<file path="config.mk">
export PLATFORM = sky130hd
export DESIGN_NAME = mult32_flat
export DESIGN_NICKNAME = d
export VERILOG_FILES = /design/src/design/vmul_arith_pkg.sv /design/src/design/mul_lane_if.sv /design/src/design/mult32.sv /design/src/flat_wrapper.sv
export SDC_FILE = /design/constraint.sdc
export NUM_CORES = 2
export LEC_CHECK = 0
export ABC_AREA = 1
export BUFFER_PORTS_ARGS = -buffer_cell sky130_fd_sc_hd__buf_2
export CAP_MARGIN = 40
export CORE_ASPECT_RATIO = 0.75
export CORE_MARGIN = 8
export CORE_UTILIZATION = 61
export DETAILED_ROUTE_END_ITERATION = 16
export PLACE_DENSITY = 0.9
export SYNTH_ARGS = -nofsm -noshare
export SYNTH_HDL_FRONTEND = slang
export SYNTH_SLANG_ARGS = --single-unit
</file>
<file path="constraint.sdc">
create_clock -name clk -period 7.4 [get_ports clk]
set_input_delay 0.37 -clock clk [delete_from_list [all_inputs] [get_ports clk]]
set_output_delay 0.37 -clock clk [all_outputs]
set_load 0.005 [all_outputs]
</file>
<file path="src/design/vmul_arith_pkg.sv">
package vmul_arith_pkg;

	// data path widths
	localparam int vec_w  = 64;
	localparam int addr_w = 32;

	// lane operand is a 17-bit signed value carried in 18 bits
	localparam int opnd_w = 18;
	localparam int prod_w = 34;
	localparam int wide_w = 67;

	localparam int num_lanes = 4;

	// element width, the 64-bit code is not supported
	typedef enum logic [1:0] {
		SEW_8    = 2'b00,
		SEW_16   = 2'b01,
		SEW_32   = 2'b10,
		SEW_RSVD = 2'b11
	} sew_e;

	// low bits follow the vector multiply funct6 encoding
	typedef enum logic [1:0] {
		MUL_LO = 2'b01,
		MULH   = 2'b11,
		MULHU  = 2'b00,
		MULHSU = 2'b10
	} mul_op_e;

endpackage

</file>
<file path="src/design/mul_lane_if.sv">
interface mul_lane_if
	import vmul_arith_pkg::*;
();

	// operand halves, a0/b0 low and a1/b1 high
	logic [opnd_w-1:0] a0;
	logic [opnd_w-1:0] a1;
	logic [opnd_w-1:0] b0;
	logic [opnd_w-1:0] b1;

	// short products and the 32-bit product
	logic [prod_w-1:0] p0;
	logic [prod_w-1:0] p1;
	logic [wide_w-1:0] prod;

	modport sel (output a0, a1, b0, b1);

	modport lane (input a0, a1, b0, b1, output p0, p1, prod);

	modport fmt (input p0, p1, prod);

endinterface

</file>
<file path="src/design/mult32.sv">
module mult32
	import vmul_arith_pkg::*;
(
	input  logic     clk,
	input  logic     rst,
	mul_lane_if.lane lane
);

	logic [prod_w-1:0] a0_x;
	logic [prod_w-1:0] a1_x;
	logic [prod_w-1:0] b0_x;
	logic [prod_w-1:0] b1_x;
	logic [prod_w-1:0] pp_00;
	logic [prod_w-1:0] pp_11;
	logic [prod_w-1:0] pp_01;
	logic [prod_w-1:0] pp_10;
	logic [wide_w-1:0] sum;

	function automatic logic [prod_w-1:0] ext_opnd(input logic [opnd_w-1:0] v);
		return {{(prod_w-opnd_w){v[opnd_w-1]}}, v};
	endfunction

	function automatic logic [wide_w-1:0] ext_prod(input logic [prod_w-1:0] v);
		return {{(wide_w-prod_w){v[prod_w-1]}}, v};
	endfunction

	// true products fit in prod_w, so the truncated product is exact
	assign a0_x = ext_opnd(lane.a0);
	assign a1_x = ext_opnd(lane.a1);
	assign b0_x = ext_opnd(lane.b0);
	assign b1_x = ext_opnd(lane.b1);

	// hi*hi at 32, cross terms at 16
	assign sum = (ext_prod(pp_11) << 32)
		+ ((ext_prod(pp_01) + ext_prod(pp_10)) << 16)
		+ ext_prod(pp_00);

	// partial products
	always_ff @(posedge clk) begin
		if (rst) begin
			pp_00 <= '0;
			pp_11 <= '0;
			pp_01 <= '0;
			pp_10 <= '0;
		end else begin
			pp_00 <= a0_x * b0_x;
			pp_11 <= a1_x * b1_x;
			pp_01 <= a0_x * b1_x;
			pp_10 <= a1_x * b0_x;
		end
	end

	// short products and the summed wide product
	always_ff @(posedge clk) begin
		if (rst) begin
			lane.p0   <= '0;
			lane.p1   <= '0;
			lane.prod <= '0;
		end else begin
			lane.p0   <= pp_00;
			lane.p1   <= pp_11;
			lane.prod <= sum;
		end
	end

endmodule

</file>
<file path="src/flat_wrapper.sv">
// flat-port wrapper written by rule: the top's interface ports become plain ports
module mult32_flat import vmul_arith_pkg::*;
  (clk, rst, lane_a0, lane_a1, lane_b0, lane_b1, lane_p0, lane_p1, lane_prod);
  mul_lane_if lane_i ();
  input  logic clk;
  input  logic rst;
  input wire logic [$bits(lane_i.a0)-1:0] lane_a0;
  input wire logic [$bits(lane_i.a1)-1:0] lane_a1;
  input wire logic [$bits(lane_i.b0)-1:0] lane_b0;
  input wire logic [$bits(lane_i.b1)-1:0] lane_b1;
  output wire logic [$bits(lane_i.p0)-1:0] lane_p0;
  output wire logic [$bits(lane_i.p1)-1:0] lane_p1;
  output wire logic [$bits(lane_i.prod)-1:0] lane_prod;
  assign lane_i.a0 = lane_a0;
  assign lane_i.a1 = lane_a1;
  assign lane_i.b0 = lane_b0;
  assign lane_i.b1 = lane_b1;
  assign lane_p0 = lane_i.p0;
  assign lane_p1 = lane_i.p1;
  assign lane_prod = lane_i.prod;
  mult32 u_core (.clk(clk), .rst(rst), .lane(lane_i));
endmodule
</file>
# --- Word level (Yosys, flattened, before mapping) ---
# Cells that the tools add are included.
totals:
  register_bits: 271
  inputBits: 74
  out_inout_bits: 135
  word_cells: 14
op_classes:
  n_addsub: 3
  multipliers: 4
ops:
  columns: ["operator", "count"]
  rows:
  - ["18-bit by 18-bit multiplier with 34-bit output", 4]
  - ["67-bit adder", 2]
  - ["34-bit by 34-bit adder with 35-bit output", 1]

# --- Depth between registers and ports, before layout ---
logic_depth:
  depth_word: 3
  mapped_depth: 31
  depth_no_buf: 29

# --- Worst setup path after synthesis ---
# OpenSTA, ideal clock, no wires.
synth_timing:
  path_type: "input to register"
  from: "input lane_a0[17]"
  to: "register u_core.pp_01[32]"
  setup_ps: 115
  t_arrival_ps: 5677
  t_required_ps: 7285
  slack_ps: 1608
  stages: 20
  n_path_buf: 2
  path_cell_list: "clkbuf_1 > clkbuf_1 > nand2_1 > fa_1 > inv_1 > fa_1 > fa_1 > fa_1 > fa_1 > inv_1 > fa_1 > inv_1 > ha_1 > nand2_1 > nor2_1 > inv_1 > nor4_1 > nand3_1 > a21oi_1 > nor2_1"
synth_via:
  elab_chain_len: 1
synth_rtl:
  columns: ["item", "line_no", "source"]
  rows:
  - ["start: declaration", "flat_wrapper.sv:7", "input wire logic [$bits(lane_i.a0)-1:0] lane_a0;"]
  - ["18-bit by 18-bit multiplier with 34-bit output", "mult32.sv:48", "pp_01 <= a0_x * b1_x;"]
  - ["end signal: assignment", "mult32.sv:48", null]
  - ["end: declaration", "mult32.sv:15", "logic [prod_w-1:0] pp_01;"]
# Every way passes these cells.
# A chain may end at the register's enable or synchronous reset.

# --- Final worst setup path ---
layout_timing:
  from: "input lane_a0[17]"
  to: "register u_core.pp_01[24]"
# The elaborated chain is that of the path after synthesis.

==> results by group <==
Synth
  – Syn avg cell area: 7.42 sq um
  – Post-synth EDFFs: 0
  – Top-area cell type share of the netlist area: 40.6%
  – Area contributors post-synth: fa_1, inv_1, nand2_1
  – FF+latch count, synth: 255
  – Syn. warnings: 0
  – Distinct cells, synth: 45
  – Most common cell in the synthesized netlist: inv_1
  – Synth cell count leaders: inv_1, nand2_1, fa_1
  – Syn nets: 10400
  – Cell area after synthesis: 0.0639 sq mm
  – Synth area leader: fa_1
  – Share of flip-flops with an asynchronous set or reset: 0%
  – Post-Syn Instances: 8619
  – Main synth FF type: dfxtp_1
  – Sequential area share after synthesis: 7.99%

Route
  – Final wirelength: 203 mm
  – Initial DRC Count: 5375
  – DRT Pass-1 Iters: 8
  – Vias/cell: 5.45
  – Wire per inst: 20.2 microns
  – Number of vias in the routed layout: 55000
  – Drt drc: 0
  – Antenna Nets Post-Route: 0

Run
  – Max Cap Viol: 0

Floorplan
  – Core area: 0.105 sq mm
  – Die ar.: 0.116 sq mm
  – Die W: 390 microns
  – Io pins: 209
  – Die Ht: 296 microns
  – Core Rows: 103
  – Initial Utilization: 61.2%

STA
  – Setup TNS: 0 ps
  – Hold Vio Cnt, Final: 0
  – Post-route clock period utilization: 84.0%
  – Layout Skew: 36.5 ps
  – Final Critical Period: 6220 ps
  – Worst rel slew slack: 34.3%
  – Worst-margin pin slew: 986 ps
  – RSZ-0062 raised after global routing: no
  – Fmax: 161 MHz
  – Final setup vio count: 0
  – Final Slew Violations: 0

Layout
  – Fillers: 8726
  – Area grow syn2layout: 5.45%
  – Share of cells above drive strength 1: 5.75%
  – Final nets: 10500

Clocking
  – Cts hold-fix bufs: 0
  – Resize count post-CTS: 0
  – Clock-pin transition on the worst setup and hold timing paths: 70 ps
  – Setup Buffers After CTS: 0
  – Clock Latency Late Sink: 630 ps
  – H-tree level count: 1
  – Clock tree from TritonCTS: done
  – CTS Root Cell: clkbuf_16
  – CTS Buffer Depth: 3
  – Clk sinks: 255
  – Num CTS Buffers: 29

Global route
  – Gr ovfl total: 0
  – Antenna violations before repair: 19
  – Largest net degree at the start of global routing: 72
  – Vias in the first global route: 58300
  – First-pass GRT wire length: 320 mm
  – Gr busiest metal: met2
  – Met2 usage: 53.6%
  – Met1 Track Usage GR: 47.9%
  – Gr usage total: 35.6%
  – GRT met3 Usage: 10.4%

Setup path
  – CP Data Arrival Time: 6700 ps
  – CP Max Fanout: 28
  – CP max stage delay: 710 ps
  – CP dominant cell by count: inv_1
  – Worst path depth: 24
  – Crit Path Category: in -> reg
  – Cell Chain, Critical Path: buf_2, nand2_1, fa_1, inv_1, fa_1, inv_1, fa_1, inv_1, fa_1, fa_1, inv_1, fa_1, inv_1, ha_1, nand2_1, nor2_1, inv_1, nor2_1, inv_1, a21oi_1, nor2_1, nand2_1, nor2_1, nor2_1
  – CP endpoint kind: flop
  – Req. time, crit path: 7880 ps
  – Slowest CP cell: fa_1
  – Startpoint Class: input port
  – Reg2Reg Depth: 25
  – Top delay family on crit path: adder cells
  – WP buf/inv: 8

Min path
  – Hold Crit Class: in -> reg
  – Hold depth: 3

Place
  – Number of I/O port buffers: 208
  – Placer Congestion: 1.03
  – Dpl hpwl: 170 mm

Run status
  – Outcome: finished, final reports clean
==> worst reg2reg max path, stage by stage, from the launching register on <==
cell	delay (ps)
dfxtp_1	330
ha_1	290
fa_1	260
nand3_1	80
nand2_1	130
nand3_1	80
nand2_1	190
nand2_1	100
nand2_2	120
nand3_1	90
nand2_1	130
nand2_1	80
a21oi_2	410
buf_4	370
fa_1	460
inv_1	60
ha_1	250
nand2_1	150
nor2_1	240
nand2_1	130
nor3_1	670
nand3b_1	420
nand3_1	320
nand2_1	90
nand2_1	70
nor2_1	60
==> cell usage in the layout (no fill, tap or decap), types with 13 or more instances in the layout <==
cell       synthesis  final
inv_1           2638   2636
buf_2             11    207
nand4_1           38     38
o21a_1            42     42
ha_1             459    459
o21ai_1           24     24
buf_4             18    110
nor2_1           519    519
a21oi_1          336    335
o21bai_1          27     27
a21oi_2           12     13
nor2_2            13     13
o21ai_0          180    180
nor3_1            37     37
nand3_1          159    159
inv_2             14     15
clkbuf_16          0     29
xnor2_1           25     25
a21o_1            14     14
nand2_2           43     43
nand2_1         2039   2039
dfxtp_1          255    255
nand3b_1          14     14
fa_1            1296   1296
xor2_1            37     37
==> through the flow <==
stage / setup slack, ps / utilization (%) / hold slack, ps / std cells / instance area (sq um)
2_1_floorplan: 1610 / - / 388 / 8619 / 63900
3_3_place_gp: 748 / 63.5 / 391 / 10000 / 66400
3_5_place_dp: 794 / 63.5 / 399 / 10000 / 66400
4_1_cts: 1440 / 64.5 / 255 / 10100 / 67400
5_1_grt: 1040 / 64.5 / 287 / 10100 / 67400
6_report: 1180 / 64.5 / 293 / 10100 / 67400
==> final timing paths <==
path | slack, ps | endpoint | startpoint
max | 1180 | u_core.pp_01[24] | lane_a0[17]
min | 290 | u_core.pp_00[0] | lane_b0[0]
max reg2reg | 1690 | u_core.lane.prod[57] | u_core.pp_10[0]
min reg2reg | 390 | u_core.lane.prod[8] | u_core.pp_00[8]
==> flip-flops by register name, indices dropped and copies added (netlist names) <==
register,flops
u_core.lane.prod,67
u_core.lane.p1,34
u_core.pp_00,34
u_core.pp_01,34
u_core.pp_10,34
u_core.pp_11,34
u_core.lane.p0,18
==> layout make-up <==
class / instances / area (sq um) / share of cell area (%)
Sequential cell: 255 / 5100 / 7.57
Inverter: 2653 / 9960 / 14.8
Antenna cell: 12 / 30.0 / 0.0446
Tap cell: 1417 / 1770 / 2.63
Clock buffer: 33 / 771 / 1.14
Multi-Input combinational cell: 5381 / 47500 / 70.5
Clock inverter: 19 / 224 / 0.332
Timing Repair Buffer: 324 / 2000 / 2.97
==> layer usage <==
metal / up-vias / wire [microns]
met5: - / 35
met4: 6 / 11100
met3: 705 / 26500
met2: 3252 / 85800
met1: 26500 / 79900
li1: 24500 / -
==> kinds of logic (layout without fill, tap and decap cells) <==
logic type,Yosys count,count (layout),share of synthesized area [%]
buffers and inverters,2983,3029,17.6
other,0,12,0
xor gates and xnor gates,62,62,0.850
AOI/OAI and AO/OA,659,659,5.66
DFF,255,255,7.99
adders and majority gates,1755,1755,49.6
and+or+nand+nor,2905,2905,18.3
Power is left out: the tool's default activity adds up to more than one toggle a clock period on the data nets, which glitch-free logic cannot reach.
