**src/design/vmul_arith_pkg.sv**
```systemverilog
package vmul_arith_pkg;

	// data path widths
	localparam int vec_w  = 64;
	localparam int addr_w = 32;

	// lane operand is a 17-bit signed value carried in 18 bits
	localparam int opnd_w = 18;
	localparam int prod_w = 34;
	localparam int wide_w = 67;

	localparam int num_lanes = 4;

	// element width, the 64-bit code is not supported
	typedef enum logic [1:0] {
		SEW_8    = 2'b00,
		SEW_16   = 2'b01,
		SEW_32   = 2'b10,
		SEW_RSVD = 2'b11
	} sew_e;

	// low bits follow the vector multiply funct6 encoding
	typedef enum logic [1:0] {
		MUL_LO = 2'b01,
		MULH   = 2'b11,
		MULHU  = 2'b00,
		MULHSU = 2'b10
	} mul_op_e;

endpackage

```
**src/design/vmul_flow_pkg.sv**
```systemverilog
package vmul_flow_pkg;

	// results the sink can hold
	localparam int result_credits = 4;

	// accept to result, in cycles
	localparam int pipe_depth = 4;

	// wide enough to hold result_credits itself
	localparam int credit_cnt_w = 3;

endpackage

```
**src/design/mul_lane_if.sv**
```systemverilog
interface mul_lane_if
	import vmul_arith_pkg::*;
();

	// operand halves, a0/b0 low and a1/b1 high
	logic [opnd_w-1:0] a0;
	logic [opnd_w-1:0] a1;
	logic [opnd_w-1:0] b0;
	logic [opnd_w-1:0] b1;

	// short products and the 32-bit product
	logic [prod_w-1:0] p0;
	logic [prod_w-1:0] p1;
	logic [wide_w-1:0] prod;

	modport sel (output a0, a1, b0, b1);

	modport lane (input a0, a1, b0, b1, output p0, p1, prod);

	modport fmt (input p0, p1, prod);

endinterface

```
**src/design/result_format.sv**
```systemverilog
module result_format
	import vmul_arith_pkg::*;
	import vmul_flow_pkg::*;
(
	input  logic             clk,
	input  logic             rst,
	input  logic             accept,
	input  sew_e             sew,
	input  mul_op_e          op,
	mul_lane_if.fmt          lane0,
	mul_lane_if.fmt          lane1,
	mul_lane_if.fmt          lane2,
	mul_lane_if.fmt          lane3,
	output logic [vec_w-1:0] vec
);

	// one stage each for operands and the two multiplier stages
	sew_e    sew_q [pipe_depth-1];
	mul_op_e op_q  [pipe_depth-1];
	logic    [pipe_depth-2:0] vld_q;
	logic    hi;
	logic    [vec_w-1:0] word;

	always_ff @(posedge clk) begin
		if (rst) begin
			vld_q <= '0;
			for (int i = 0; i < pipe_depth-1; i++) begin
				sew_q[i] <= SEW_8;
				op_q[i]  <= MUL_LO;
			end
		end else begin
			vld_q    <= {vld_q[pipe_depth-3:0], accept};
			sew_q[0] <= sew;
			op_q[0]  <= op;
			for (int i = 1; i < pipe_depth-1; i++) begin
				sew_q[i] <= sew_q[i-1];
				op_q[i]  <= op_q[i-1];
			end
		end
	end

	// high ops take the element-width bits above the low half
	always_comb begin
		hi = (op_q[pipe_depth-2] != MUL_LO);
		case (sew_q[pipe_depth-2])
			SEW_8: begin
				if (hi) begin
					word = {lane3.p1[15:8], lane3.p0[15:8], lane2.p1[15:8], lane2.p0[15:8],
						lane1.p1[15:8], lane1.p0[15:8], lane0.p1[15:8], lane0.p0[15:8]};
				end else begin
					word = {lane3.p1[7:0], lane3.p0[7:0], lane2.p1[7:0], lane2.p0[7:0],
						lane1.p1[7:0], lane1.p0[7:0], lane0.p1[7:0], lane0.p0[7:0]};
				end
			end
			SEW_16: begin
				if (hi) begin
					word = {lane3.p0[31:16], lane2.p0[31:16], lane1.p0[31:16], lane0.p0[31:16]};
				end else begin
					word = {lane3.p0[15:0], lane2.p0[15:0], lane1.p0[15:0], lane0.p0[15:0]};
				end
			end
			SEW_32: begin
				// lanes 1 and 2 sit idle here
				if (hi) begin
					word = {lane3.prod[63:32], lane0.prod[63:32]};
				end else begin
					word = {lane3.prod[31:0], lane0.prod[31:0]};
				end
			end
			default: word = '0;
		endcase
	end

	always_ff @(posedge clk) begin
		if (rst) begin
			vec <= '0;
		end else if (vld_q[pipe_depth-2]) begin
			vec <= word;
		end else begin
			vec <= '0;
		end
	end

endmodule

```
**src/flat_wrapper.sv**
```systemverilog
// flat-port wrapper written by rule: the top's interface ports become plain ports
module result_format_flat import vmul_arith_pkg::*; import vmul_flow_pkg::*;
  (clk, rst, accept, sew, op, vec, lane0_p0, lane0_p1, lane0_prod, lane1_p0, lane1_p1, lane1_prod, lane2_p0, lane2_p1, lane2_prod, lane3_p0, lane3_p1, lane3_prod);
  mul_lane_if lane0_i ();
  mul_lane_if lane1_i ();
  mul_lane_if lane2_i ();
  mul_lane_if lane3_i ();
  input  logic clk;
  input  logic rst;
  input  logic accept;
  input  sew_e sew;
  input  mul_op_e op;
  output logic [vec_w-1:0] vec;
  input wire logic [$bits(lane0_i.p0)-1:0] lane0_p0;
  input wire logic [$bits(lane0_i.p1)-1:0] lane0_p1;
  input wire logic [$bits(lane0_i.prod)-1:0] lane0_prod;
  input wire logic [$bits(lane1_i.p0)-1:0] lane1_p0;
  input wire logic [$bits(lane1_i.p1)-1:0] lane1_p1;
  input wire logic [$bits(lane1_i.prod)-1:0] lane1_prod;
  input wire logic [$bits(lane2_i.p0)-1:0] lane2_p0;
  input wire logic [$bits(lane2_i.p1)-1:0] lane2_p1;
  input wire logic [$bits(lane2_i.prod)-1:0] lane2_prod;
  input wire logic [$bits(lane3_i.p0)-1:0] lane3_p0;
  input wire logic [$bits(lane3_i.p1)-1:0] lane3_p1;
  input wire logic [$bits(lane3_i.prod)-1:0] lane3_prod;
  assign lane0_i.p0 = lane0_p0;
  assign lane0_i.p1 = lane0_p1;
  assign lane0_i.prod = lane0_prod;
  assign lane1_i.p0 = lane1_p0;
  assign lane1_i.p1 = lane1_p1;
  assign lane1_i.prod = lane1_prod;
  assign lane2_i.p0 = lane2_p0;
  assign lane2_i.p1 = lane2_p1;
  assign lane2_i.prod = lane2_prod;
  assign lane3_i.p0 = lane3_p0;
  assign lane3_i.p1 = lane3_p1;
  assign lane3_i.prod = lane3_prod;
  result_format u_core (.clk(clk), .rst(rst), .accept(accept), .sew(sew), .op(op), .lane0(lane0_i), .lane1(lane1_i), .lane2(lane2_i), .lane3(lane3_i), .vec(vec));
endmodule
```
**config.mk**
```make
export PLATFORM = sky130hd
export DESIGN_NAME = result_format_flat
export DESIGN_NICKNAME = d
export VERILOG_FILES = /design/src/design/vmul_arith_pkg.sv /design/src/design/vmul_flow_pkg.sv /design/src/design/mul_lane_if.sv /design/src/design/result_format.sv /design/src/flat_wrapper.sv
export SDC_FILE = /design/constraint.sdc
export NUM_CORES = 1
export LEC_CHECK = 0
export BUFFER_PORTS_ARGS = -buffer_cell sky130_fd_sc_hd__buf_2
export CAP_MARGIN = 20
export CORE_AREA = 3 3 234 236
export CTS_BUF_LIST = sky130_fd_sc_hd__clkbuf_2
export CTS_CLUSTER_DIAMETER = 80
export DETAILED_ROUTE_END_ITERATION = 10
export DIE_AREA = 0 0 237 239
export PLACE_DENSITY = 0.31
export RECOVER_POWER = 50
export SYNTH_ARGS = -nofsm -noshare
export SYNTH_HDL_FRONTEND = slang
export SYNTH_SLANG_ARGS = --single-unit
```
**constraint.sdc**
```tcl
create_clock -name clk -period 1.9 [get_ports clk]
set_input_delay 0.38 -clock clk [delete_from_list [all_inputs] [get_ports clk]]
set_output_delay 0.38 -clock clk [all_outputs]
set_load 0.01 [all_outputs]
```
# Yosys cells after proc, flatten, opt, wreduce, memory -nomap -nowiden
# Memories as Yosys holds them, arrays and structs flattened.
# Index checks and enable logic that the tools add are counted.
totals:
  mem_count: 2
  in_bits: 547
  ramBits: 12
  word_cells: 29
  register_bits: 67
mem_list:
  columns: ["memory", "depth", "word_bits", "read_ports", "rd_ports_with_merged_regs", "write_ports", "line_no", "source"]
  rows:
  - ["u_core.op_q", 3, 2, 3, 0, 3, "result_format.sv:19", "mul_op_e op_q [pipe_depth-1];"]
  - ["u_core.sew_q", 3, 2, 3, 0, 3, "result_format.sv:18", "sew_e sew_q [pipe_depth-1];"]
classes:
  mux: 13
  n_reduce_logical: 2
  n_eq_ne: 3
  n_bitwise: 7
op_table:
  columns: ["op", "n"]
  rows:
  - ["$mux 64", 3]
  - ["$pmux 64 s3", 1]
  - ["$mux 2", 6]
  - ["$or 1x1->1", 6]
  - ["$mux 1", 3]
  - ["$eq 2x1->1 const B", 1]
  - ["$eq 2x2->1 const B", 1]
  - ["$logic_not 2->1", 1]
  - ["$ne 2x1->1 const B", 1]
  - ["$reduce_or 2->1", 1]
  - ["$not 1->1", 1]

# Logic depth before layout (Yosys ltp)
# Gate-level depths: netlist of the first run.
logic_depth:
  word_depth: 3
  depth_mapped: 7
  ltp_nobuf: 4

# Least setup slack after synthesis of the first run
# Ideal clock, no wire load.
synth_timing:
  path_kind: "register to register"
  start: "mem u_core.sew_q[0][4] (netlist name)"
  end: "reg u_core.vec[30]"
  arrival_ns: 1.182
  t_required_ns: 1.785
  synth_period_minus_slack_ns: 1.297
  setup_slack_ns: 0.603
  path_stages_with_launch: 7
  path_cell_list: "dfxtp_1 -> buf_6 -> buf_8 -> buf_6 -> mux2i_1 -> o22ai_1 -> o21a_1"
synth_lines:
  columns: ["item", "line_no", "source"]
  rows:
  - ["from (decl)", "result_format.sv:18", null]
  - ["to (signal assigned)", "result_format.sv:78", "vec <= word;"]
  - ["to (decl)", "result_format.sv:14", "output logic [vec_w-1:0] vec"]

==> metrics.txt, run 1 <==
final hold vios 0; DRT antenna net count 0; setup slack at placement -0.200 ns; Fillers 5828; GRT overflow 0; die width 237 um; DRT Pass-1 Iters 5; Worst setup SP type flop; Clock Tree Root clkbuf_2; RSZ-0062 raised after global routing no; Max Cap Violations 0; clk_lat worst skew 0.69 ns; outcome completed; worst endpoint required time 2.54 ns; Post-Syn Area per Cell 8.58 um^2; fin. max-slew vios 0; met1 WL 14900 um; Worst Max-Slew Pin Slew 0.770 ns; TritonCTS Buffers 9; first-pass GRT wire length 49600 um; final worst path period need 1.76 ns; Core Footprint 0.0527 mm^2; Overall Power 4450 uW; cell count after synthesis 566; Crit Path Max Fanout 9; Rel. slew slack 48.6%; length of routed met3 wiring 2520 um; Port Buffers 390; DR WL/cell 17.9 um; initial antenna violation count 7; clk slew on worst S/H paths 0.30 ns; Total Wirelength 35200 um; part of the cycle the worst path needs 92.8%; critical path class reg2reg; Initial DRC Count 162; row cnt 84; Post-synth EDFFs 0; number of buffers on the longest clock path 2; fmax 0.567 GHz; Ports 611; Sink Count 79; Yosys warning total 0; fin worst setup slack 0.137 ns; TritonCTS clock tree done; Pwr per Cell Area 405 mW/mm^2; crit path capture type flop; final std cells w/o fill 1967; layout cells sized above 1 34.6%; htree depth 3; DR WL met2 17100 um; Final #Nets 1817; Die H 239 um; Max Used Layer met5; largest net degree at the start of global routing 32; number of global-route vias before repair 7880; syn_nets 1113; via/cell ratio 3.56; DP Cell Count 1631; GRT Overall Usage 12.1%; die area 0.0566 mm^2; P_leak 0.00492 uW; Hold Crit Depth 4; Main synth FF type dfxtp_1; reg2reg path depth 5; Worst Skew 0.0258 ns; vias 6995; Worst Hold Class in2reg; ys async rst share 0%; Initial Util 9.22%; number of synthesized register bits 79; Sum Neg Setup Slack 0 ns; DR DRC count 0; hpwl dp 25900 um; maximum VDD drop 0.228 mV; Syn Std Cell Area 0.00486 mm^2; Syn-to-layout area delta 126%; CP Data Arrival Time 2.40 ns; R2R setup slack 0.14 ns; sequential share of the synthesized area 32.6%; final setup vio count 0; routability-driven placement congestion ratio 0.792; Distinct cells, synth 34
## placed cells by master, fill, tap and decap left out, drive strengths merged, types with 13 or more instances in the layout
cell type and n:
nor2 15, dfxtp 79, mux2i 97, nand3 13
nand2 104, o21a 31, nor2b 15, buf 399
clkbuf 40, a21oi 77, dlygate4sd3 314, a211o 13
o22ai 46
## metrics by stage
step,hold WS [ns],utilization (%),instance area (um^2)
2_1_floorplan,0.389,-,4860
3_3_place_gp,0.393,14.7,7750
3_5_place_dp,0.395,14.7,7750
4_1_cts,0.00334,21.0,11100
5_1_grt,0.0683,20.8,11000
6_report,0.182,20.9,11000
## synthesized netlist by cell type (all sizes together) (4+ instances only)
master  count  share of area (%)
nand2     104                8.2
mux2i      97                 20
dfxtp      79                 33
a21oi      77                8.0
buf        46                7.3
o22ai      46                7.2
o21a       31                4.8
nor2       15                1.2
nor2b      15                2.2
a211o      13                2.3
nand3      13                1.3
clkbuf      5               0.54
nand2b      5               0.95
and3        4               0.52
## power by group
| part | internal [uW] | switching [uW] |
|---|---|---|
| Sequential | 1690 | 8.72 |
| Combinational | 893 | 597 |
| Clock | 449 | 809 |
## cell type report
class	count	area [um^2]	share of cell area, %
repair buffers	744	5480	49.9
multi-input cells	435	2890	26.3
flip-flops and latches	79	1590	14.5
well taps	688	861	7.84
clock inverters	7	103	0.934
clock buffers	9	45.0	0.410
diodes	4	10.0	0.0911
inverters	1	3.75	0.0342
## state kept, by name (all words and copies together), names as in the netlist
register      count
u_core.op_q       6
u_core.sew_q      6
u_core.vec       64
u_core.vld_q      3
## timing repair
item	in CTS	in global routing
buffers inserted	2	0
endpoints found under the hold margin	79	0
resized for setup	2	1
endpoints found under the setup margin	6	1
hold buffers	314	0
pin swaps	1	0
## worst paths after layout
path                                          from                 to
worst max-delay path            u_core.sew_q[0][5]     u_core.vec[38]
worst min-delay path                   lane2_p0[1]     u_core.vec[33]
worst max register to register  u_core.sew_q[0][5]     u_core.vec[38]
worst min register to register   u_core.op_q[0][0]  u_core.op_q[0][2]
## cell families after synthesis
| logic type | after synthesis | synth area share (%) |
|---|---|---|
| buffers and inverters | 52 | 7.88 |
| AND/OR/NAND/NOR | 161 | 15.4 |
| multiplexers | 97 | 20.0 |
| flip-flops | 79 | 32.6 |
| AO/OA/AOI/OAI | 177 | 24.1 |
## metal layers
metal / vias to the layer above / GRT usage, %
met5: - / 0
met4: 6 / 3.56
met3: 36 / 3.70
met2: 306 / 21.0
met1: 3206 / 14.3
li1: 3441 / -
## worst max-delay path, stage by stage, from the launching register on
cell and delay, ns:
dfxtp_1 0.44, buf_4 0.26, mux2i_1 0.20, dlygate4sd3_1 0.55, o21ai_0 0.06, and3_1 0.19
No activity file was read; power rests on OpenSTA's default activity.
==> run 2, diff against run 1 <==
CORE_AREA = 3 3 237 239   (was 3 3 234 236)
DIE_AREA = 0 0 240 242   (was 0 0 237 239)
clock period = 2 ns   (was 1.9 ns; I/O delays follow)
==> run 2 against run 1 <==
  * Clock skew grew 0.0032 ns
  * Power shrank 5.7%
  * Non-clock buffer count shrank 20
  * Largest power group unchanged
  * Via count shrank 1.8%
  * Die area grew 2.5%
  * Combinational power shrank 8%
  * Flip-flop and latch count is the same
  * Critical path type unchanged
  * Largest cell class unchanged
  * Setup slack lost 0.012 ns
  * Worst hold slack lost 0.020 ns
  * Global-route usage shrank 0.70 points
  * Cell area shrank 1.3%
  * Critical endpoint is now u_core.vec[27]
==> metrics.txt, run 2 (synthesized netlist as in run 1, its figures left out) <==
outcome completed; CP max stage cell dfxtp_4; Ports 611; GRT Overall Usage 11.4%; largest net degree at the start of global routing 44; Worst Hold Class in2reg; P_leak 0.00493 uW; critical path class reg2reg; final core utilization 20.1%; Top reg by flops u_core.vec; Rel. slew slack 58.0%; initial antenna violation count 10; maximum VDD drop 0.213 mV; clk_lat worst skew 0.76 ns; most frequent cells in the layout buf_2 (384), dlygate4sd3_1 (298), nand2_1 (102), mux2i_1 (97), dfxtp_1 (77); part of the cycle the worst path needs 93.7%; Crit Path Max Fanout 21; Port Buffers 390; delay-heaviest family, CP buffers and inverters; TritonCTS clock tree done; crit path capture type flop; DRT antenna net count 0; Die H 242 um; Fillers 6004; routability-driven placement congestion ratio 0.763; fmax 0.533 GHz; Initial Util 8.99%; worst path bufs/invs 3; DR DRC count 0; crit-path most repeated cell buf_12; final hold vios 0; final setup vio count 0; vias 6871; Worst setup SP type flop; number of buffers on the longest clock path 2; clk slew on worst S/H paths 0.30 ns; fin. max-slew vios 0; Pwr per Cell Area 387 mW/mm^2; RSZ-0062 raised after global routing no; DR WL/cell 17.5 um; placed instance area 0.00770 mm^2; Worst Max-Slew Pin Slew 0.630 ns; Max Cap Violations 0; Clock Tree Root clkbuf_2; post-layout instance area 0.0108 mm^2; via/cell ratio 3.51; Total Wirelength 34200 um; Sum Neg Setup Slack 0 ns; commonest non-fill, non-tap cell in the layout buf_2; row cnt 85; die area 0.0581 mm^2; GRT overflow 0; worst path cell trace buf_12 -> buf_12 -> nand2b_2 -> clkbuf_4 -> a21oi_1 -> o21a_1; die width 240 um; Worst Skew 0.0290 ns; htree depth 3; Sink Count 79; number of global-route vias before repair 7482; Core Footprint 0.0540 mm^2; largest registers u_core.vec x64, u_core.op_q x6, u_core.sew_q x6; DRT Pass-1 Iters 4; CP Data Arrival Time 2.56 ns; hpwl dp 25700 um; max reg flops 64; first-pass GRT wire length 47500 um; Final #Nets 1797; Syn-to-layout area delta 123%; TritonCTS Buffers 9; Initial DRC Count 159; layout cells sized above 1 36.7%; Largest stage delay, worst path 0.48 ns; final worst path period need 1.87 ns; WHS 0.162 ns; worst endpoint required time 2.68 ns
[run 2: layer usage]
layer  wire length (um)  GRT usage [%]
met3               2360           3.54
met2              16500           19.9
met1              14900           13.6
met5                 60              0
met4                406           2.53
[run 2: final timing paths]
kind	start	end	slack, ns	depth (start not counted)
worst max-delay path	u_core.sew_q[0][4]	u_core.vec[27]	0.13	6
worst min-delay path	lane0_p0[15]	u_core.vec[7]	0.16	5
worst max register to register	u_core.sew_q[0][4]	u_core.vec[27]	0.13	6
worst min register to register	u_core.op_q[0][0]	u_core.op_q[0][2]	0.46	1
[run 2: where the power goes]
group          total (uW)  switching (uW)  internal, uW
Combinational        1370             548           822
Sequential           1620            12.0          1610
Clock                1200             778           427
Total                4190            1340          2860
[run 2: tightest hold or removal path, cell delays in order]
cell and delay [ns]:
buf_2 0.14, mux2i_1 0.09, nor2_1 0.09, a21oi_1 0.04, o22ai_1 0.13
[run 2: per-stage QoR]
step           total power (uW)  setup slack (ns)  cells
2_1_floorplan              2030             0.703    566
3_3_place_gp               2560            0.0824   1635
3_5_place_dp               2560             0.101   1635
4_1_cts                    4330            0.0539   1949
5_1_grt                    4490           0.00984   1956
6_report                   4190             0.125   1957
[run 2: cell type report]
cell class | instances | area [um^2] | share of cell area (%)
repair buffers | 724 | 5320 | 49.1
multi-input cells | 435 | 2900 | 26.7
flip-flops and latches | 79 | 1590 | 14.6
well taps | 696 | 871 | 8.04
clock inverters | 7 | 103 | 0.947
clock buffers | 9 | 45.0 | 0.416
diodes | 6 | 15.0 | 0.139
inverters | 1 | 3.75 | 0.0346
[run 2: timing repair]
| action | CTS | global route |
|---|---|---|
| setup endpoints to repair | 0 | 4 |
| hold buffers | 298 | 0 |
| resized for setup | 0 | 1 |
| setup buffers | 0 | 2 |
| endpoints found under the hold margin | 79 | 0 |
