$ cat src/design/vmul_arith_pkg.sv
package vmul_arith_pkg;

	// data path widths
	localparam int vec_w  = 64;
	localparam int addr_w = 32;

	// lane operand is a 17-bit signed value carried in 18 bits
	localparam int opnd_w = 18;
	localparam int prod_w = 34;
	localparam int wide_w = 67;

	localparam int num_lanes = 4;

	// element width, the 64-bit code is not supported
	typedef enum logic [1:0] {
		SEW_8    = 2'b00,
		SEW_16   = 2'b01,
		SEW_32   = 2'b10,
		SEW_RSVD = 2'b11
	} sew_e;

	// low bits follow the vector multiply funct6 encoding
	typedef enum logic [1:0] {
		MUL_LO = 2'b01,
		MULH   = 2'b11,
		MULHU  = 2'b00,
		MULHSU = 2'b10
	} mul_op_e;

endpackage

$ cat src/design/vmul_flow_pkg.sv
package vmul_flow_pkg;

	// results the sink can hold
	localparam int result_credits = 4;

	// accept to result, in cycles
	localparam int pipe_depth = 4;

	// wide enough to hold result_credits itself
	localparam int credit_cnt_w = 3;

endpackage

$ cat src/design/credit_gate.sv
module credit_gate
	import vmul_arith_pkg::*;
	import vmul_flow_pkg::*;
(
	input  logic              clk,
	input  logic              rst,
	input  logic              valid,
	input  logic              credit,
	input  logic [addr_w-1:0] addr,
	output logic              ready,
	output logic              accept,
	output logic              out_valid,
	output logic [addr_w-1:0] out_addr
);

	logic [credit_cnt_w-1:0] credit_cnt;
	logic [pipe_depth-1:0]   vld_pipe;
	logic [addr_w-1:0]       addr_pipe [pipe_depth];

	assign ready  = (credit_cnt != '0);
	assign accept = valid && ready;

	// one credit per accept, one back per consumed result
	always_ff @(posedge clk) begin
		if (rst) begin
			credit_cnt <= credit_cnt_w'(result_credits);
		end else begin
			case ({accept, credit})
				2'b10:   credit_cnt <= credit_cnt - 1'b1;
				2'b01:   credit_cnt <= credit_cnt + 1'b1;
				default: credit_cnt <= credit_cnt;
			endcase
		end
	end

	// valid and address ride alongside the data path
	always_ff @(posedge clk) begin
		if (rst) begin
			vld_pipe <= '0;
			for (int i = 0; i < pipe_depth; i++) begin
				addr_pipe[i] <= '0;
			end
		end else begin
			vld_pipe <= {vld_pipe[pipe_depth-2:0], accept};
			if (accept) begin
				addr_pipe[0] <= addr;
			end else begin
				addr_pipe[0] <= '0;
			end
			for (int i = 1; i < pipe_depth; i++) begin
				addr_pipe[i] <= addr_pipe[i-1];
			end
		end
	end

	assign out_valid = vld_pipe[pipe_depth-1];
	assign out_addr  = addr_pipe[pipe_depth-1];

endmodule

$ cat config.mk
export PLATFORM = sky130hd
export DESIGN_NAME = credit_gate
export DESIGN_NICKNAME = d
export VERILOG_FILES = /design/src/design/vmul_arith_pkg.sv /design/src/design/vmul_flow_pkg.sv /design/src/design/credit_gate.sv
export SDC_FILE = /design/constraint.sdc
export NUM_CORES = 1
export LEC_CHECK = 0
export ABC_CLOCK_PERIOD_IN_PS = 3000
export BUFFER_PORTS_ARGS = -buffer_cell sky130_fd_sc_hd__buf_2
export CAP_MARGIN = 10
export CORE_MARGIN = 2
export CORE_UTILIZATION = 56
export CTS_BUF_LIST = sky130_fd_sc_hd__clkbuf_8
export DETAILED_ROUTE_END_ITERATION = 7
export PLACE_DENSITY = 0.8
export SYNTH_ARGS = -nofsm -noshare
export SYNTH_HDL_FRONTEND = slang
export SYNTH_SLANG_ARGS = --single-unit
export TNS_END_PERCENT = 50
$ cat constraint.sdc
create_clock -name clk -period 3 [get_ports clk]
set_input_delay 0.45 -clock clk [delete_from_list [all_inputs] [get_ports clk]]
set_output_delay 0.45 -clock clk [all_outputs]
set_load 0.01 [all_outputs]
# Word-level counts from Yosys, hierarchy flattened

Memories as Yosys holds them, arrays and structs flattened.
Index checks and enable logic that the tools add are counted.

Register bits after elaboration: 7
Memories kept: 1
Memory bits (read-only): 0
Bits in writable memories: 128
Bits of input ports: 36
Word-level logic and storage cells: 30
Output and inout bits: 35
Latch bits: 0

Shift operators: 0
$lt $le $gt $ge: 0
Equality and inequality tests: 2
Reduce and logical (&&, ||, !) cells: 3
Div/mod/pow operators: 0
Bitwise operators: 5
$add $sub $neg: 2
Multiply operators: 0
Multiplexer cells: 15

Memories:

| memory    | depth | bits a word | read ports | clocked after memory_dff | wr ports | line              | text |
|---|---|---|---|---|---|---|---|
| addr_pipe | 4     | 32          | 4          | 0                        | 4        | credit_gate.sv:18 | `logic [addr_w-1:0] addr_pipe [pipe_depth];` |

Operators by type and width:

| operator              | number |
|---|---|
| $mux W32              | 5 |
| $mux W1               | 9 |
| $pmux W3 S2           | 1 |
| $or A1 B1 Y1          | 5 |
| $add A3 B1 Y3 const B | 1 |
| $reduce_bool A3 Y1    | 1 |
| $sub A3 B1 Y3 const B | 1 |
| $eq A2 B1 Y1 const B  | 1 |
| $eq A2 B2 Y1 const B  | 1 |
| $reduce_bool A2 Y1    | 1 |
| $logic_and A1 B1 Y1   | 1 |

# Longest topological paths before layout

Gate-level depths: netlist of run 1.

Depth after elaboration: 7
Mapped depth: 7
Mapped depth without buffers: 7

# Least setup slack after synthesis of run 1

Ideal clock, no wire load.

Path kind: reg-to-reg
From: register credit_cnt[0]
To: register credit_cnt[2]
Cell stages (with the launch flop): 8
Arrival time: 1.985 ns
Period minus slack after synthesis: 2.117 ns
Buffers on the path: 0
Required time: 2.868 ns
Library setup time: 0.132 ns
Slack: 0.883 ns
Cell sequence: dfxtp_1 -> o31ai_4 -> ha_1 -> inv_1 -> fa_1 -> xor2_1 -> o21ai_0 -> or3b_2

Longest elaborated chain between the ends: 4
Elaborated cells on any way between the ends: 8
Classes of those cells: add/sub (2); eq/ne (2); mux (1); reduce/logical (3)

RTL lines:

| what                                                                  | line              | text |
|---|---|---|
| start, declared                                                       | credit_gate.sv:16 | `logic [credit_cnt_w-1:0] credit_cnt;` |
| start signal, assigned                                                | credit_gate.sv:26 | `credit_cnt <= credit_cnt_w'(result_credits);` |
| start signal, assigned                                                | credit_gate.sv:29 | `2'b10: credit_cnt <= credit_cnt - 1'b1;` |
| start signal, assigned                                                | credit_gate.sv:30 | `2'b01: credit_cnt <= credit_cnt + 1'b1;` |
| parallel branches: the longest is 4 deep, another holds $add A3 B1 Y3 | -                 |  |

Parallel ways; which one is timed is not known.
A chain may end at the register's enable or synchronous reset.

# Worst setup path after layout of run 1

Ends and elaborated chain as after synthesis.

==> results.ini, run 1 <==
[synth]
synth_seq_cells=135
yosysWarnings=0
synth.lib_cells_used.distinct=20
synth_nets=333
seq_area_frac_synth_pct=69.6
syn_inst=295
post_synthesis_cell_area_mm2=0.00388
syn_avg_cell_area_um2=13.2

[clock_tree]
htreeDepth=4
clock_sinks=135
cts_tree=built
cts.reportedPaths.clkPinSlew_ns=0.07
insertion_delay_ns=0.39
cts_root_buf=clkbuf_8
cts_hold_buffers=0
cts.repair_timing.setup_buffer_count=0
cts_resized=0
numCtsBuffers=17
clk_path_buf_depth=2

[detailed_routing]
route.detailed.vias_per_inst=4.28
post-route-drc-count=0
detailroute.wirelength.met2_um=2530
met3WireLength_um=204
first_iter_violations=63
detailedRoute.firstPassIterationCount=3
dr.max_layer_used=met4
drt.antenna.violating_nets=0
drt-wirelength-per-cell_um=9.90
wirelength_um=4570
vias=1977
met1_length_um=1770

[global_routing]
grt_first_pass_wirelength_um=7730
gr-usage-all-layers_pct=13.6
grt_pass1_vias=1915
maximum_number_of_pins_on_one_net_before_global_route_repair=100
globalRoute.totalOverflow=0
grt_antenna_before_repair=0

[finish]
commonest_non_fill_non_tap_cells_in_the_layout=dfxtp_1 (135), buf_2 (70), and2b_1 (56)
finalNetCount=409
post_route_cells_drive_above_1_share_pct=35.3
leading_cell_type_in_the_layout_fill_and_taps_excluded=dfxtp_1
antenna_cells_inserted=0
layout-area-overhead-vs-synth_pct=19.1

[timing]
fin_tns_setup_ns=0
hold-worst-slack_ns=0.265
max_freq_ghz=0.445
timing.max_slew.rel_slack_pct=50.4
slew_violations=0
hold_violations=0
fin_crit_sh_pct=75.0
finalWorstPathRequiredPeriod_ns=2.25
maximum_clock_skew_at_final_layout_ns=0.00642
grt_setup_unrepaired=false
finalSetupViolCount=0
worstMarginPinSlew_ns=0.744
final_critical_path_setup_slack_ns=0.751

[placed_design]
gpl.final_weighted_congestion=0.777
place.port_buffers=70
placement.setup.worst_slack_ns=0.743

[floorplan]
num_io_pins=71
floorplan.initialDensity_pct=57.4
die_height_um=87.3
die_area_mm2=0.00761
core_area_mm2=0.00676
die_w_um=87.3
placement_rows=30

[min_path]
worstHoldPathType=input port to register
timing.hold.worst_path_depth=2

[setup_path]
r2r.worst_path.cells=7
crit_path_cell_trace=o31ai_4 -> ha_1 -> inv_1 -> fa_1 -> xor2_1 -> o21ai_0 -> or3b_2
critical-path-slowest-cell=or3b_2
criticalPathCategory=register to register
kind_of_start_point_of_the_critical_path=register
crit_arrival_ns=2.52
crit_path_max_incr_delay_ns=0.45
critical_path_required_ns=3.27
critical_path.max_fanout=4
critical_path_end_type=register

[pwr]
switching_power_w=0.000724
power.share.switching_pct=20.9
cellPowerDensity_mw_per_mm2=750
power.share.sequential_pct=55.2
comb_power_share_pct=6.4
vdd_ir_drop_max_mv=0.428
power.internal_w=0.00274
power.leakage_nw=2.28
p_clk_share_pct=38.4

[run]
drv.max_cap_violation_count=0

[status]
outcome=finished clean

## power groups by stage
stage	Clock (W)	Combinational, W	Sequential (W)
floorplan	0	0.000173	0.00195
global placement	0	0.000215	0.00195
detailed placement	0	0.000224	0.00196
CTS	0.00137	0.000225	0.00192
global route	0.00145	0.000252	0.00192
finish	0.00133	0.000220	0.00191
## area by class of cell
class / count / area, µm²
sequential: 135 / 2700
fill: 504 / 2130
multi-input combinational: 144 / 1090
inverter: 2 / 7.51
tap: 80 / 100
timing repair buffer: 71 / 358
clock buffer: 18 / 248
clock inverter: 12 / 114
## layer usage
| layer | vias to the layer above | track usage [%] |
|---|---|---|
| li1 | 1045 | - |
| met3 | 6 | 5.02 |
| met5 | - | 0 |
| met2 | 47 | 24.7 |
| met1 | 879 | 12.4 |
| met4 | 0 | 9.23 |
## critical path, delay by kind of cell, from the launching register on
kind / cells / cell delay, ns
adders and majority gates: 2 / 0.63
AOI/OAI and AO/OA: 2 / 0.45
and+or+nand+nor: 1 / 0.45
DFF: 1 / 0.37
xor gates and xnor gates: 1 / 0.16
buffers and inverters: 1 / 0.07
## worst paths after layout
kind / start / endpoint / slack [ns]
max: credit_cnt[0] / credit_cnt[2] / 0.75
max reg2reg: credit_cnt[0] / credit_cnt[2] / 0.75
min: addr[18] / addr_pipe[0][18] / 0.26
min reg2reg: addr_pipe[1][8] / addr_pipe[2][8] / 0.43
## logic make-up (layout without fill, tap and decap cells)
kind of cell | after synthesis | after routing | share of synthesized area [%]
multiplexers | 1 | 1 | 0.258
XOR/XNOR | 2 | 2 | 0.451
adder cells (fa/ha/maj) | 2 | 2 | 0.838
buffers and inverters | 16 | 103 | 2.22
flip-flops | 135 | 135 | 69.6
AO/OA/AOI/OAI | 2 | 2 | 0.677
AND/OR/NAND/NOR | 137 | 137 | 25.9
## synth_stat cells
cell type	count	share of area, %
buf_4	1	0.19
nor2b_1	43	6.9
buf_6	3	0.87
ha_1	1	0.32
and2b_1	56	11
and2_4	29	6.5
nor2_4	1	0.29
fa_1	1	0.52
inv_1	2	0.19
o21ai_0	1	0.13
and2_2	3	0.58
nor3_1	1	0.13
nor2_1	2	0.19
or3_2	1	0.19
dfxtp_1	135	70
or3b_2	1	0.23
mux2i_1	1	0.26
o31ai_4	1	0.55
xor2_1	2	0.45
clkbuf_1	10	0.97
## flip-flops by register name, indices dropped and copies added (netlist names)
signal      count
vld_pipe        4
credit_cnt      3
addr_pipe     128
## per-stage QoR
step | util (%) | power, W | std cells | cell area [µm²]
6_report | 68.4 | 0.00347 | 462 | 4620
5_1_grt | 68.4 | 0.00362 | 462 | 4620
4_1_cts | 68.4 | 0.00351 | 462 | 4620
3_5_place_dp | 63.1 | 0.00218 | 432 | 4260
3_3_place_gp | 63.1 | 0.00216 | 432 | 4260
2_1_floorplan | - | 0.00212 | 295 | 3880
(Power assumes the default switching activity.)
==> run 2: changes to the inputs <==
Settings changed: ABC_CLOCK_PERIOD_IN_PS 3000 to 2000, CORE_UTILIZATION 56 to 51, PLACE_DENSITY 0.8 to 0.77.
Clock period 3 ns to 2 ns, I/O delays scaled along.
==> results.ini, run 2 (synthesis results as in run 1) <==
[placed_design]
place_hpwl_um=2790
placement.setup.worst_slack_ns=0.0215  ; was 0.743 ns
place.port_buffers=70  ; unchanged
gpl.final_weighted_congestion=0.699  ; was 0.777

[pwr]
finalPower_w=0.00525  ; was 0.00347 W
power.share.sequential_pct=54.6  ; was 55.2%
power.leakage_nw=2.28  ; about the same
vdd_ir_drop_max_mv=0.561  ; was 0.428 mV
p_clk_share_pct=38.2  ; was 38.4%
comb_power_share_pct=7.2  ; was 6.4%
cellPowerDensity_mw_per_mm2=1110  ; was 750 mW/mm²
power.share.switching_pct=22.6  ; was 20.9%
switching_power_w=0.00119  ; was 0.000724 W
power.internal_w=0.00406  ; was 0.00274 W

[detailed_routing]
drt-wirelength-per-cell_um=9.22  ; was 9.90 µm
post-route-drc-count=0  ; unchanged
wirelength_um=4490  ; was 4570 µm
vias=1990  ; was 1977
drt.antenna.violating_nets=0  ; unchanged
detailedRoute.firstPassIterationCount=4  ; was 3
route.detailed.vias_per_inst=4.09  ; was 4.28
first_iter_violations=25  ; was 63

[clock_tree]
cts.reportedPaths.clkPinSlew_ns=0.08  ; was 0.07 ns
numCtsBuffers=17  ; unchanged
cts_resized=0  ; unchanged
cts_root_buf=clkbuf_8  ; unchanged
insertion_delay_ns=0.41  ; was 0.39 ns
htreeDepth=4  ; unchanged
clock_sinks=135  ; unchanged
clk_path_buf_depth=2  ; unchanged
cts_tree=built  ; unchanged
cts_hold_buffers=0  ; unchanged

[timing]
timing.max_slew.rel_slack_pct=54.2  ; was 50.4%
finalWorstPathRequiredPeriod_ns=1.99  ; was 2.25 ns
fin_crit_sh_pct=99.3  ; was 75.0%
finalSetupViolCount=0  ; unchanged
maximum_clock_skew_at_final_layout_ns=0.0107  ; was 0.00642 ns
grt_setup_unrepaired=true  ; was false
slew_violations=0  ; unchanged
final_critical_path_setup_slack_ns=0.0145  ; was 0.751 ns
hold_violations=0  ; unchanged
max_freq_ghz=0.504  ; was 0.445 GHz
hold-worst-slack_ns=0.101  ; was 0.265 ns
fin_tns_setup_ns=0  ; unchanged
worstMarginPinSlew_ns=0.686  ; was 0.744 ns

[setup_path]
worst_r2r_endpoint=credit_cnt[2]  ; unchanged
crit_path_cell_trace=o31ai_4 -> ha_2 -> inv_2 -> fa_2 -> xor2_1 -> o21ai_1 -> or3b_4  ; was o31ai_4 -> ha_1 -> inv_1 -> fa_1 -> xor2_1 -> o21ai_0 -> or3b_2
critical_path.n_buffers_inverters=1  ; unchanged
critical_path_required_ns=2.28  ; was 3.27 ns
critical_path_end_type=register  ; unchanged
crit_arrival_ns=2.27  ; was 2.52 ns
critical_path.max_fanout=4  ; unchanged
r2r.worst_path.cells=7  ; unchanged
kind_of_start_point_of_the_critical_path=register  ; unchanged
crit_path_max_incr_delay_ns=0.37  ; was 0.45 ns
timing.critical_path.max_delay_family=adder cells  ; unchanged
critical-path-slowest-cell=or3b_4  ; was or3b_2
setup_slack_of_the_most_critical_reg_to_reg_path_ns=0.01  ; was 0.75 ns
r2r-start=credit_cnt[2]  ; was credit_cnt[0]
criticalPathCategory=register to register  ; unchanged

[finish]
antenna_cells_inserted=0  ; unchanged
finalNetCount=413  ; was 409
reg.largest.list=addr_pipe x128, vld_pipe x4, credit_cnt x3  ; unchanged
leading_cell_type_in_the_layout_fill_and_taps_excluded=dfxtp_1  ; unchanged
multi_input_gate_area_mm2=0.00110  ; was 0.00109 mm²
regMostFlops=addr_pipe  ; unchanged
seq_area_mm2=0.00271  ; was 0.00270 mm²
layout-area-overhead-vs-synth_pct=21.4  ; was 19.1%
post_route_cells_drive_above_1_share_pct=37.9  ; was 35.3%
layout.filler_cells=574  ; was 504
final_util_pct=64.6  ; was 68.4%
largest_register_ff_count=128  ; unchanged
commonest_non_fill_non_tap_cells_in_the_layout=dfxtp_1 (133), buf_2 (70), and2b_1 (56)  ; was dfxtp_1 (135), buf_2 (70), and2b_1 (56)

[min_path]
hold_path_end=addr_pipe[0][0]  ; was addr_pipe[0][18]
start_point_of_the_worst_hold_path=addr[0]  ; was addr[18]
timing.hold.worst_path_depth=2  ; unchanged
worstHoldPathType=input port to register  ; unchanged

[floorplan]
placement_rows=31  ; was 30
die_area_mm2=0.00832  ; was 0.00761 mm²
die_w_um=91.2  ; was 87.3 µm
num_io_pins=71  ; unchanged
core_area_mm2=0.00729  ; was 0.00676 mm²
floorplan.initialDensity_pct=53.2  ; was 57.4%
die_height_um=91.2  ; was 87.3 µm

[global_routing]
gr-usage-all-layers_pct=12.1  ; was 13.6%
globalRoute.totalOverflow=0  ; unchanged
maximum_number_of_pins_on_one_net_before_global_route_repair=103  ; was 100
grt_first_pass_wirelength_um=7640  ; was 7730 µm
grt_pass1_vias=1873  ; was 1915
grt_antenna_before_repair=0  ; unchanged

[run]
drv.max_cap_violation_count=0  ; unchanged

[status]
outcome=finished clean  ; unchanged

run 2: cell count changes in the layout (fill, tap and decap cells not counted), sizes merged:
cell / before / now
inv: 4 / 6
buf: 71 / 75
clkinvlp: 1 / 7
bufinv: 2 / 1
clkinv: 7 / 2
run 2: power groups by stage:
stage	Combinational (W)	Clock (W)	Sequential (W)
CTS	0.000385	0.00207	0.00287
finish	0.000377	0.00201	0.00287
global placement	0.000364	0	0.00292
floorplan	0.000272	0	0.00293
global route	0.000418	0.00222	0.00288
detailed placement	0.000380	0	0.00293
run 2: final cells by class:
type	count	share of cell area, %
inverters	2	0.159
well taps	99	2.63
repair buffers	75	8.50
flip-flops and latches	135	57.4
clock buffers	18	5.26
multi-input cells	144	23.3
clock inverters	14	2.68
run 2: what timing repair did:
action	in CTS	in global routing
pin swaps	1	1
setup buffers	1	0
endpoints found under the setup margin	1	1
run 2: per-layer routing:
layer / vias to the layer above / track usage (%) / wire, µm
li1: 1053 / - / -
met1: 896 / 10.1 / 1680
met2: 37 / 23.0 / 2560
met3: 4 / 5.48 / 193
met4: 0 / 7.20 / 57
met5: - / 0 / 0
run 2: worst register-to-register path, stage by stage, from the launching register on:
cell and delay [ns]:
dfxtp_2 0.34, o31ai_4 0.25, ha_2 0.22, inv_2 0.04, fa_2 0.35, xor2_1 0.18
o21ai_1 0.12, or3b_4 0.37
run 2: worst max-delay path by stage:
stage,from,to,slack [ns],depth (start not counted)
2_1_floorplan,credit_cnt[2],credit_cnt[2],-0.009,7
3_5_place_dp,credit_cnt[2],credit_cnt[2],0.02,7
4_1_cts,credit_cnt[2],credit_cnt[2],0.002,7
5_1_grt,credit_cnt[2],credit_cnt[2],-0.08,7
6_report,credit_cnt[2],credit_cnt[2],0.01,7
3_3_place_gp,credit_cnt[2],credit_cnt[2],0.07,7
run 2: stage by stage:
step                      std cells  instance area [µm²]
after floorplan                 295                 3890
after global placement          454                 4330
after detailed placement        454                 4330
after CTS                       487                 4710
after global routing            487                 4710
final                           487                 4710
